<file path="src/source/sram_bridge_pkg.sv">
// Shared definitions for the bus to byte-wide SRAM bridge
// RAM geometry, bus width, write retry limit and sequencer states

package sram_bridge_pkg;

	// ============================================================
	// Geometry
	// ============================================================

	// Byte address width of the external RAM (512 K locations)
	localparam int RAM_ADDR_W = 19;

	// The RAM moves one byte per access
	localparam int RAM_DATA_W = 8;

	// Data width of the system bus
	localparam int BUS_DATA_W = 32;

	// Byte lanes in one bus word
	localparam int LANES = BUS_DATA_W / RAM_DATA_W;

	// ============================================================
	// Write verification
	// ============================================================

	// Extra write attempts per byte before the RAM is flagged as bad
	localparam int MAX_RETRIES = 10;

	// Sequencer states
	// Reads take RD_SETUP and RD_SAMPLE per byte
	// Writes take the five WR_ states per attempt
	typedef enum logic [3:0] {
		IDLE,
		RD_SETUP,
		RD_SAMPLE,
		WR_DRIVE,
		WR_PULSE,
		WR_RELEASE,
		WR_TURN,
		WR_VERIFY,
		DONE
	} seq_state_e;

endpackage

</file>
<file path="src/source/bus_request_decode.sv">
// Bus request qualification and capture
// Converts byte selects into a first RAM address and a byte count
// Signals the end of each served bus cycle

`timescale 1ns/1ps

module bus_request_decode import sram_bridge_pkg::*; (
	input  logic                    clk_i,
	input  logic                    rst_i,
	input  logic                    cs_i,
	input  logic                    cyc_i,
	input  logic                    stb_i,
	input  logic                    we_i,
	input  logic [LANES-1:0]        sel_i,
	input  logic [BUS_DATA_W-1:0]   adr_i,
	input  logic [BUS_DATA_W-1:0]   dat_i,
	input  logic                    req_ready_i,
	output logic                    req_valid_o,
	output logic                    req_we_o,
	output logic [RAM_ADDR_W-1:0]   req_adr_o,
	output logic [2:0]              req_count_o,
	output logic [BUS_DATA_W-1:0]   req_wdat_o,
	output logic                    cycle_end_o
);

	// A request is only present while all three qualifiers are high
	logic qual;
	// Set once this bus cycle has produced its request
	logic served_q;
	logic [$clog2(LANES)-1:0] first_lane;
	logic [$clog2(LANES)-1:0] last_lane;
	logic any_sel;

	assign qual = cs_i & cyc_i & stb_i;

	// Find the lowest and highest selected lanes
	// Scanning down gives the lowest lane the last word on first_lane
	always_comb begin
		first_lane = '0;
		last_lane  = '0;
		for (int i = LANES - 1; i >= 0; i--) begin
			if (sel_i[i])
				first_lane = i[$clog2(LANES)-1:0];
		end
		for (int i = 0; i < LANES; i++) begin
			if (sel_i[i])
				last_lane = i[$clog2(LANES)-1:0];
		end
	end

	assign any_sel = |sel_i;

	// ============================================================
	// Handshake and cycle tracking
	// ============================================================

	always_ff @(posedge clk_i) begin
		if (rst_i) begin
			req_valid_o <= 1'b0;
			served_q    <= 1'b0;
			cycle_end_o <= 1'b0;
		end else begin
			cycle_end_o <= 1'b0;
			// Sequencer took the request
			if (req_valid_o && req_ready_i)
				req_valid_o <= 1'b0;
			if (qual && !served_q) begin
				req_valid_o <= 1'b1;
				served_q    <= 1'b1;
			end else if (served_q && !qual && !req_valid_o) begin
				// Master released a cycle that was handed off
				served_q    <= 1'b0;
				cycle_end_o <= 1'b1;
			end
		end
	end

	// Request fields are captured once per bus cycle
	// The span runs from the lowest to the highest lane, gaps included
	always_ff @(posedge clk_i) begin
		if (qual && !served_q) begin
			req_we_o    <= we_i;
			req_wdat_o  <= dat_i;
			req_adr_o   <= {adr_i[RAM_ADDR_W-1:2], first_lane};
			req_count_o <= any_sel ? 3'(last_lane - first_lane) + 3'd1 : 3'd0;
		end
	end

endmodule

</file>
<file path="src/source/sram_byte_sequencer.sv">
// Byte sequencer for the asynchronous SRAM
// Drives CE, WE, OE and the data direction for each byte
// Writes are read back and repeated on mismatch up to the retry limit

`timescale 1ns/1ps

module sram_byte_sequencer import sram_bridge_pkg::*; (
	input  logic                    clk_i,
	input  logic                    rst_i,
	input  logic                    req_valid_i,
	input  logic                    req_we_i,
	input  logic [RAM_ADDR_W-1:0]   req_adr_i,
	input  logic [2:0]              req_count_i,
	input  logic [BUS_DATA_W-1:0]   req_wdat_i,
	output logic                    req_ready_o,
	output logic                    ram_ce_n_o,
	output logic                    ram_we_n_o,
	output logic                    ram_oe_n_o,
	output logic                    mem_t_o,
	output logic [RAM_ADDR_W-1:0]   mem_adr_o,
	output logic [RAM_DATA_W-1:0]   mem_db_o,
	input  logic [RAM_DATA_W-1:0]   mem_db_i,
	output logic                    rd_byte_valid_o,
	output logic [RAM_DATA_W-1:0]   rd_byte_o,
	output logic [1:0]              rd_lane_o,
	output logic                    seq_done_o,
	output logic                    seq_bad_o
);

	seq_state_e state_q;
	seq_state_e state_d;

	// Bytes still to go in this request
	logic [2:0] remain_q;
	// Failed attempts on the current byte
	logic [$clog2(MAX_RETRIES+1)-1:0] retry_q;
	logic bad_q;
	logic [BUS_DATA_W-1:0] wdat_q;

	logic last_byte;
	logic mismatch;
	logic give_up;
	// Repeat the same byte after a failed read-back
	logic retry_write;
	// The current byte is finished and the address steps on
	logic byte_adv;

	assign last_byte   = (remain_q == 3'd1);
	assign mismatch    = (mem_db_i != mem_db_o);
	assign give_up     = (retry_q == MAX_RETRIES);
	assign retry_write = (state_q == WR_VERIFY) && mismatch && !give_up;
	assign byte_adv    = (state_q == RD_SAMPLE) || ((state_q == WR_VERIFY) && !retry_write);

	// Accept a new request only when idle
	assign req_ready_o = (state_q == IDLE);
	assign seq_done_o  = (state_q == DONE);
	assign seq_bad_o   = bad_q;

	// Write byte follows the lane in the low address bits
	assign mem_db_o = wdat_q[mem_adr_o[1:0]*RAM_DATA_W +: RAM_DATA_W];

	// ============================================================
	// Next state
	// ============================================================

	always_comb begin
		state_d = state_q;
		case (state_q)
			IDLE: begin
				if (req_valid_i) begin
					// An empty select still opens and closes CE
					if (req_count_i == 3'd0)
						state_d = DONE;
					else if (req_we_i)
						state_d = WR_DRIVE;
					else
						state_d = RD_SETUP;
				end
			end
			RD_SETUP:   state_d = RD_SAMPLE;
			RD_SAMPLE:  state_d = last_byte ? DONE : RD_SETUP;
			WR_DRIVE:   state_d = WR_PULSE;
			WR_PULSE:   state_d = WR_RELEASE;
			WR_RELEASE: state_d = WR_TURN;
			WR_TURN:    state_d = WR_VERIFY;
			WR_VERIFY: begin
				if (retry_write || !last_byte)
					state_d = WR_DRIVE;
				else
					state_d = DONE;
			end
			DONE:       state_d = IDLE;
			default:    state_d = IDLE;
		endcase
	end

	// ============================================================
	// RAM control pins
	// ============================================================

	// Pins are registered from the next state so they line up with the state
	// WE is low during WR_DRIVE and WR_PULSE and data is held one more cycle
	// The bus turns to input for the read-back in WR_TURN and WR_VERIFY
	always_ff @(posedge clk_i) begin
		if (rst_i) begin
			ram_ce_n_o <= 1'b1;
			ram_we_n_o <= 1'b1;
			ram_oe_n_o <= 1'b1;
			mem_t_o    <= 1'b1;
		end else begin
			ram_ce_n_o <= (state_d == IDLE);
			ram_we_n_o <= !(state_d inside {WR_DRIVE, WR_PULSE});
			ram_oe_n_o <= !(state_d inside {RD_SETUP, RD_SAMPLE, WR_TURN, WR_VERIFY});
			mem_t_o    <= !(state_d inside {WR_DRIVE, WR_PULSE, WR_RELEASE});
		end
	end

	// ============================================================
	// Control state
	// ============================================================

	always_ff @(posedge clk_i) begin
		if (rst_i) begin
			state_q         <= IDLE;
			remain_q        <= 3'd0;
			retry_q         <= '0;
			bad_q           <= 1'b0;
			rd_byte_valid_o <= 1'b0;
		end else begin
			state_q         <= state_d;
			rd_byte_valid_o <= (state_q == RD_SAMPLE);
			if (state_q == IDLE && req_valid_i) begin
				remain_q <= req_count_i;
				retry_q  <= '0;
				bad_q    <= 1'b0;
			end else if (retry_write) begin
				retry_q <= retry_q + 1'b1;
			end else if (byte_adv) begin
				remain_q <= remain_q - 3'd1;
				retry_q  <= '0;
				// Still failing after the last retry marks the request bad
				if (state_q == WR_VERIFY && mismatch)
					bad_q <= 1'b1;
			end
		end
	end

	// Address, write word and read byte registers
	always_ff @(posedge clk_i) begin
		if (state_q == IDLE && req_valid_i) begin
			mem_adr_o <= req_adr_i;
			wdat_q    <= req_wdat_i;
		end else if (byte_adv) begin
			mem_adr_o[1:0] <= mem_adr_o[1:0] + 2'd1;
		end
		// Data has had the whole setup cycle to settle
		if (state_q == RD_SAMPLE) begin
			rd_byte_o <= mem_db_i;
			rd_lane_o <= mem_adr_o[1:0];
		end
	end

endmodule

</file>
<file path="src/source/read_word_assembly.sv">
// Read word assembly and bus response
// Places read bytes in their lanes and owns ack and the bad RAM flag

`timescale 1ns/1ps

module read_word_assembly import sram_bridge_pkg::*; (
	input  logic                    clk_i,
	input  logic                    rst_i,
	input  logic                    rd_byte_valid_i,
	input  logic [RAM_DATA_W-1:0]   rd_byte_i,
	input  logic [1:0]              rd_lane_i,
	input  logic                    seq_done_i,
	input  logic                    seq_bad_i,
	input  logic                    cycle_end_i,
	output logic [BUS_DATA_W-1:0]   dat_o,
	output logic                    ack_o,
	output logic                    badram_o
);

	logic [BUS_DATA_W-1:0] word_q;
	logic [BUS_DATA_W-1:0] word_d;
	// High until the first byte of a request arrives
	logic fresh_q;

	// The first byte starts from zero so lanes outside the span read as zero
	// The last byte can arrive together with seq_done
	always_comb begin
		word_d = fresh_q ? '0 : word_q;
		if (rd_byte_valid_i)
			word_d[rd_lane_i*RAM_DATA_W +: RAM_DATA_W] = rd_byte_i;
	end

	always_ff @(posedge clk_i) begin
		if (rd_byte_valid_i)
			word_q <= word_d;
	end

	// ============================================================
	// Response
	// ============================================================

	always_ff @(posedge clk_i) begin
		if (rst_i) begin
			fresh_q  <= 1'b1;
			ack_o    <= 1'b0;
			badram_o <= 1'b0;
			dat_o    <= '0;
		end else begin
			if (seq_done_i) begin
				// Writes and empty selects publish zero
				dat_o    <= word_d;
				ack_o    <= 1'b1;
				badram_o <= seq_bad_i;
				fresh_q  <= 1'b1;
			end else if (rd_byte_valid_i) begin
				fresh_q <= 1'b0;
			end
			// Master has released the cycle
			if (cycle_end_i) begin
				ack_o    <= 1'b0;
				badram_o <= 1'b0;
			end
		end
	end

endmodule

</file>
<file path="src/source/sram_bridge_top.sv">
// Top level of the bus to SRAM bridge
// Connects request decode, byte sequencer and word assembly

`timescale 1ns/1ps

module sram_bridge_top import sram_bridge_pkg::*; (
	input  logic                    clk_i,
	input  logic                    rst_i,
	// System bus
	input  logic                    cs_i,
	input  logic                    cyc_i,
	input  logic                    stb_i,
	input  logic                    we_i,
	input  logic [LANES-1:0]        sel_i,
	input  logic [BUS_DATA_W-1:0]   adr_i,
	input  logic [BUS_DATA_W-1:0]   dat_i,
	output logic [BUS_DATA_W-1:0]   dat_o,
	output logic                    ack_o,
	output logic                    badram_o,
	// RAM pins whose pad buffers sit outside and follow mem_t_o
	output logic                    ram_ce_n_o,
	output logic                    ram_we_n_o,
	output logic                    ram_oe_n_o,
	output logic                    mem_t_o,
	output logic [RAM_ADDR_W-1:0]   mem_adr_o,
	output logic [RAM_DATA_W-1:0]   mem_db_o,
	input  logic [RAM_DATA_W-1:0]   mem_db_i
);

	// Request path from decode to the sequencer
	logic                  req_valid;
	logic                  req_ready;
	logic                  req_we;
	logic [RAM_ADDR_W-1:0] req_adr;
	logic [2:0]            req_count;
	logic [BUS_DATA_W-1:0] req_wdat;
	logic                  cycle_end;

	// Results from the sequencer
	logic                  rd_byte_valid;
	logic [RAM_DATA_W-1:0] rd_byte;
	logic [1:0]            rd_lane;
	logic                  seq_done;
	logic                  seq_bad;

	bus_request_decode i_bus_request_decode (
		.clk_i       (clk_i),
		.rst_i       (rst_i),
		.cs_i        (cs_i),
		.cyc_i       (cyc_i),
		.stb_i       (stb_i),
		.we_i        (we_i),
		.sel_i       (sel_i),
		.adr_i       (adr_i),
		.dat_i       (dat_i),
		.req_ready_i (req_ready),
		.req_valid_o (req_valid),
		.req_we_o    (req_we),
		.req_adr_o   (req_adr),
		.req_count_o (req_count),
		.req_wdat_o  (req_wdat),
		.cycle_end_o (cycle_end)
	);

	sram_byte_sequencer i_sram_byte_sequencer (
		.clk_i           (clk_i),
		.rst_i           (rst_i),
		.req_valid_i     (req_valid),
		.req_we_i        (req_we),
		.req_adr_i       (req_adr),
		.req_count_i     (req_count),
		.req_wdat_i      (req_wdat),
		.req_ready_o     (req_ready),
		.ram_ce_n_o      (ram_ce_n_o),
		.ram_we_n_o      (ram_we_n_o),
		.ram_oe_n_o      (ram_oe_n_o),
		.mem_t_o         (mem_t_o),
		.mem_adr_o       (mem_adr_o),
		.mem_db_o        (mem_db_o),
		.mem_db_i        (mem_db_i),
		.rd_byte_valid_o (rd_byte_valid),
		.rd_byte_o       (rd_byte),
		.rd_lane_o       (rd_lane),
		.seq_done_o      (seq_done),
		.seq_bad_o       (seq_bad)
	);

	read_word_assembly i_read_word_assembly (
		.clk_i           (clk_i),
		.rst_i           (rst_i),
		.rd_byte_valid_i (rd_byte_valid),
		.rd_byte_i       (rd_byte),
		.rd_lane_i       (rd_lane),
		.seq_done_i      (seq_done),
		.seq_bad_i       (seq_bad),
		.cycle_end_i     (cycle_end),
		.dat_o           (dat_o),
		.ack_o           (ack_o),
		.badram_o        (badram_o)
	);

endmodule

</file>
<file path="config.mk">
export PLATFORM = sky130hd
export DESIGN_NAME = sram_bridge_top
export DESIGN_NICKNAME = d
export VERILOG_FILES = /design/src/source/sram_bridge_pkg.sv /design/src/source/bus_request_decode.sv /design/src/source/sram_byte_sequencer.sv /design/src/source/read_word_assembly.sv /design/src/source/sram_bridge_top.sv
export SDC_FILE = /design/constraint.sdc
export NUM_CORES = 1
export LEC_CHECK = 0
export ABC_AREA = 1
export BUFFER_PORTS_ARGS = -buffer_cell sky130_fd_sc_hd__buf_2
export CAP_MARGIN = 20
export CORE_MARGIN = 5
export CORE_UTILIZATION = 55
export CTS_CLUSTER_SIZE = 16
export DETAILED_ROUTE_END_ITERATION = 12
export PLACE_DENSITY = 0.79
export RECOVER_POWER = 50
export SLEW_MARGIN = 20
export SYNTH_ARGS = -nofsm -noshare
export SYNTH_HDL_FRONTEND = slang
export SYNTH_SLANG_ARGS = --single-unit
</file>
<file path="constraint.sdc">
create_clock -name clk_i -period 4.7 [get_ports clk_i]
set_input_delay 0 -clock clk_i [delete_from_list [all_inputs] [get_ports clk_i]]
set_output_delay 0 -clock clk_i [all_outputs]
set_load 0.01 [all_outputs]
</file>
==> results.md <==
* Register area share after synthesis at 69.6%
* Post-CTS Setup Repair Bufs at 0
* Tightest Pin Transition at 1790 ps
* Synth Area in Adders at 1.89%
* GRT Util Overall at 23.1%
* Clk Latency, worst-skew pair at 500 ps
* Post-Syn Nets at 794
* RSZ-0062 raised after global routing: no
* Critical-path maximum fanout at 37
* Core Rows at 44
* Cell area after layout at 10100 um2
* Layout cell share with drive strength beyond 1 at 12.7%
* Area post-placement at 8810 um2
* Top cells by area, synth: edfxtp_1, dfxtp_1, nand2_1
* VDD IR max at 381 uV
* Synth Area in Compound Gates at 6.93%
* Htree depth at 1
* Core area at 14400 um2
* Flops & latches, synth at 203
* Most common cell in the netlist: nand2_1
* Post-synth ARST share at 0%
* Startpoint Class: flop
* Fillers at 967
* Hold_buf cts at 66
* Resize count post-CTS at 0
* Final global-route overflow total at 0
* Max-cap violations at 1
* Failing checks: max-capacitance violations, max-slew violations
* Distinct cells, synth at 39
* Synth Area in XOR/XNOR at 0.440%
* N_diodes at 0
* Reg clk slew, reported paths at 70 ps
* DR pass1 iterations at 5
* Synthesized instance count at 700
* Chip Width at 130 um
* Commonest cells post-synth: nand2_1, edfxtp_1, inv_1
* Initial antenna violation count at 0
* DR WL/cell at 17.4 um
* CTS tree: done
* WP data arrival at 2820 ps
* Max clock buf depth at 3
* DR vias at 5713
* Synthesis Warnings at 0
* Top FF cell, synth: edfxtp_1
* Power per cell area at 404 nW/um2
* I/O Buffers at 131
* Multi-input gate area at 1970 um2
* Final Skew at 20.0 ps
* Drt total wl at 19300 um
* Final Setup Violations at 0
* Register area at 5550 um2
* Num CTS Buffers at 21
* Layout Utilization at 70.2%
* Largest net degree at the start of global routing at 50
* Syn-to-layout area delta at 26.6%
* Detail Route Antenna Nets at 0
* Setup TNS at 0 ps
* Post-DP HPWL at 10500 um
* Combinational family with the most area after synthesis: simple AND/OR/NAND/NOR gates
* Post-synth EDFFs at 148
* Post-Syn Area at 7970 um2
* Synth Area in Simple Gates at 15.4%
* Area leader, netlist: edfxtp_1
* Crit share post-route at 56.8%
* Final net count at 1002
* Max-slew headroom at -20.0%
* Drt first-iter violations at 429
* Critical path type: reg -> reg
* Hold crit path type: in -> reg
* Req. time, crit path at 4840 ps
* Vias in the first global route at 5725
* Die Area at 17000 um2
* First-pass GRT wire length at 30300 um
* Status: complete, but fails checks
* Fmax at 374 MHz
* Mux contribution to synthesized area at 0%
* Placer Congestion at 0.829
* Initial Utilization at 55.4%
* Min Tclk post-route at 2670 ps
* Fin. max-slew vios at 22
* Final Hold Viols at 0
* DRC at 0
* Crit end category: flop
* Leakage at 4.13 nW
* Via/cell ratio at 5.16
* CTS root buf: clkbuf_16
* Die height at 130 um
* Clock Sink Count at 203
* Number of top-level pins at 147
* Share of the synthesized area in the top cell type at 55.8%
* Avg Synthesized Cell Area at 11.4 um2
==> flip-flops by register name (all words and copies together) (netlist names), 4 cells and up <==
register,flops
i_sram_byte_sequencer.state_q,4
i_bus_request_decode.req_wdat_o,32
i_sram_byte_sequencer.mem_adr_o,19
i_read_word_assembly.word_q,32
i_sram_byte_sequencer.retry_q,4
i_sram_byte_sequencer.rd_byte_o,8
i_sram_byte_sequencer.wdat_q,32
i_read_word_assembly.dat_o,32
i_bus_request_decode.req_adr_o,19
==> power by group <==
part / total, mW / switching [mW] / internal [mW] / leakage [nW]
Clock: 1.76 / 0.698 / 1.06 / 0.348
Combinational: 0.302 / 0.181 / 0.121 / 1.98
Sequential: 2.01 / 0.0342 / 1.98 / 1.80
Total: 4.08 / 0.913 / 3.16 / 4.13
==> cell usage in the layout, fill, tap and decap left out, types with 2 or more instances in the layout <==
master and count:
inv_2 3, ha_1 12, nor2_4 2, o21ai_0 43, nand3_1 30, nand2_1 152, buf_4 4, clkbuf_16 21
a21oi_1 11, clkinv_1 3, nor4_1 2, nor2_1 50, clkinv_2 2, nand4_1 2, nand2_2 7, a32oi_1 4
nor2_2 2, nand3b_1 8, a22oi_1 2, nand3_2 8, dlygate4sd3_1 66, a31oi_1 13, nor3_1 7, a211oi_1 2
or2_2 3, clkbuf_1 83, bufinv_16 4, edfxtp_1 148, xor2_1 2, inv_6 2, dfxtp_1 55, a21boi_0 6
xnor2_1 2, buf_2 53, inv_1 91, o21a_1 8
==> critical path, cell delays in order (launching register included) <==
cell,delay (ps)
dfxtp_1,330
nor2_1,1340
buf_4,620
==> layer usage <==
| layer | GRT usage, % | wire length, um | share of wire, % | vias up |
|---|---|---|---|---|
| met5 | 0 | 0 | 0 | - |
| li1 | - | - | - | 2782 |
| met4 | 8.35 | 736 | 3.8 | 0 |
| met2 | 39.6 | 9370 | 49 | 246 |
| met1 | 28.8 | 7690 | 40 | 2630 |
| met3 | 5.32 | 1460 | 7.6 | 55 |
==> stage by stage <==
step                hold slack [ps]  total power, mW  instances  setup slack, ps
floorplan                      83.9             2.20        700             1540
global placement                176             2.29       1003             2240
detailed placement              178             2.30       1003             2200
CTS                            2.90             4.06       1107             2160
global route                    126             4.20       1107             1810
finish                          110             4.08       1107             2030
==> area by class of cell <==
type                            instances  share of cell area (%)
Sequential cell                       203                    55.0
Multi-Input combinational cell        384                    19.5
Timing Repair Buffer                  202                    12.4
Clock buffer                           27                    5.53
Inverter                               96                    3.62
Tap cell                              184                    2.28
Clock inverter                         11                    1.61
==> logic make-up (layout without fill, tap and decap cells) <==
logic type,count (synthesis),in the layout
AOI/OAI and AO/OA,93,93
xor gates and xnor gates,4,4
adders and majority gates,12,12
buffers and inverters,113,336
DFF,203,203
and+or+nand+nor,275,275
==> final timing paths <==
| kind | from | end | slack, ps | cells after the start |
|---|---|---|---|---|
| setup / recovery | i_bus_request_decode.served_q | i_bus_request_decode.req_wdat_o[7] | 2030 | 2 |
| hold / removal | sel_i[2] | i_bus_request_decode.req_adr_o[1] | 110 | 3 |
| setup reg to reg | i_bus_request_decode.served_q | i_bus_request_decode.req_wdat_o[7] | 2030 | 2 |
| hold reg to reg | i_bus_request_decode.req_adr_o[6] | i_sram_byte_sequencer.mem_adr_o[6] | 420 | 0 |
Power figures use the tool's default switching activity.
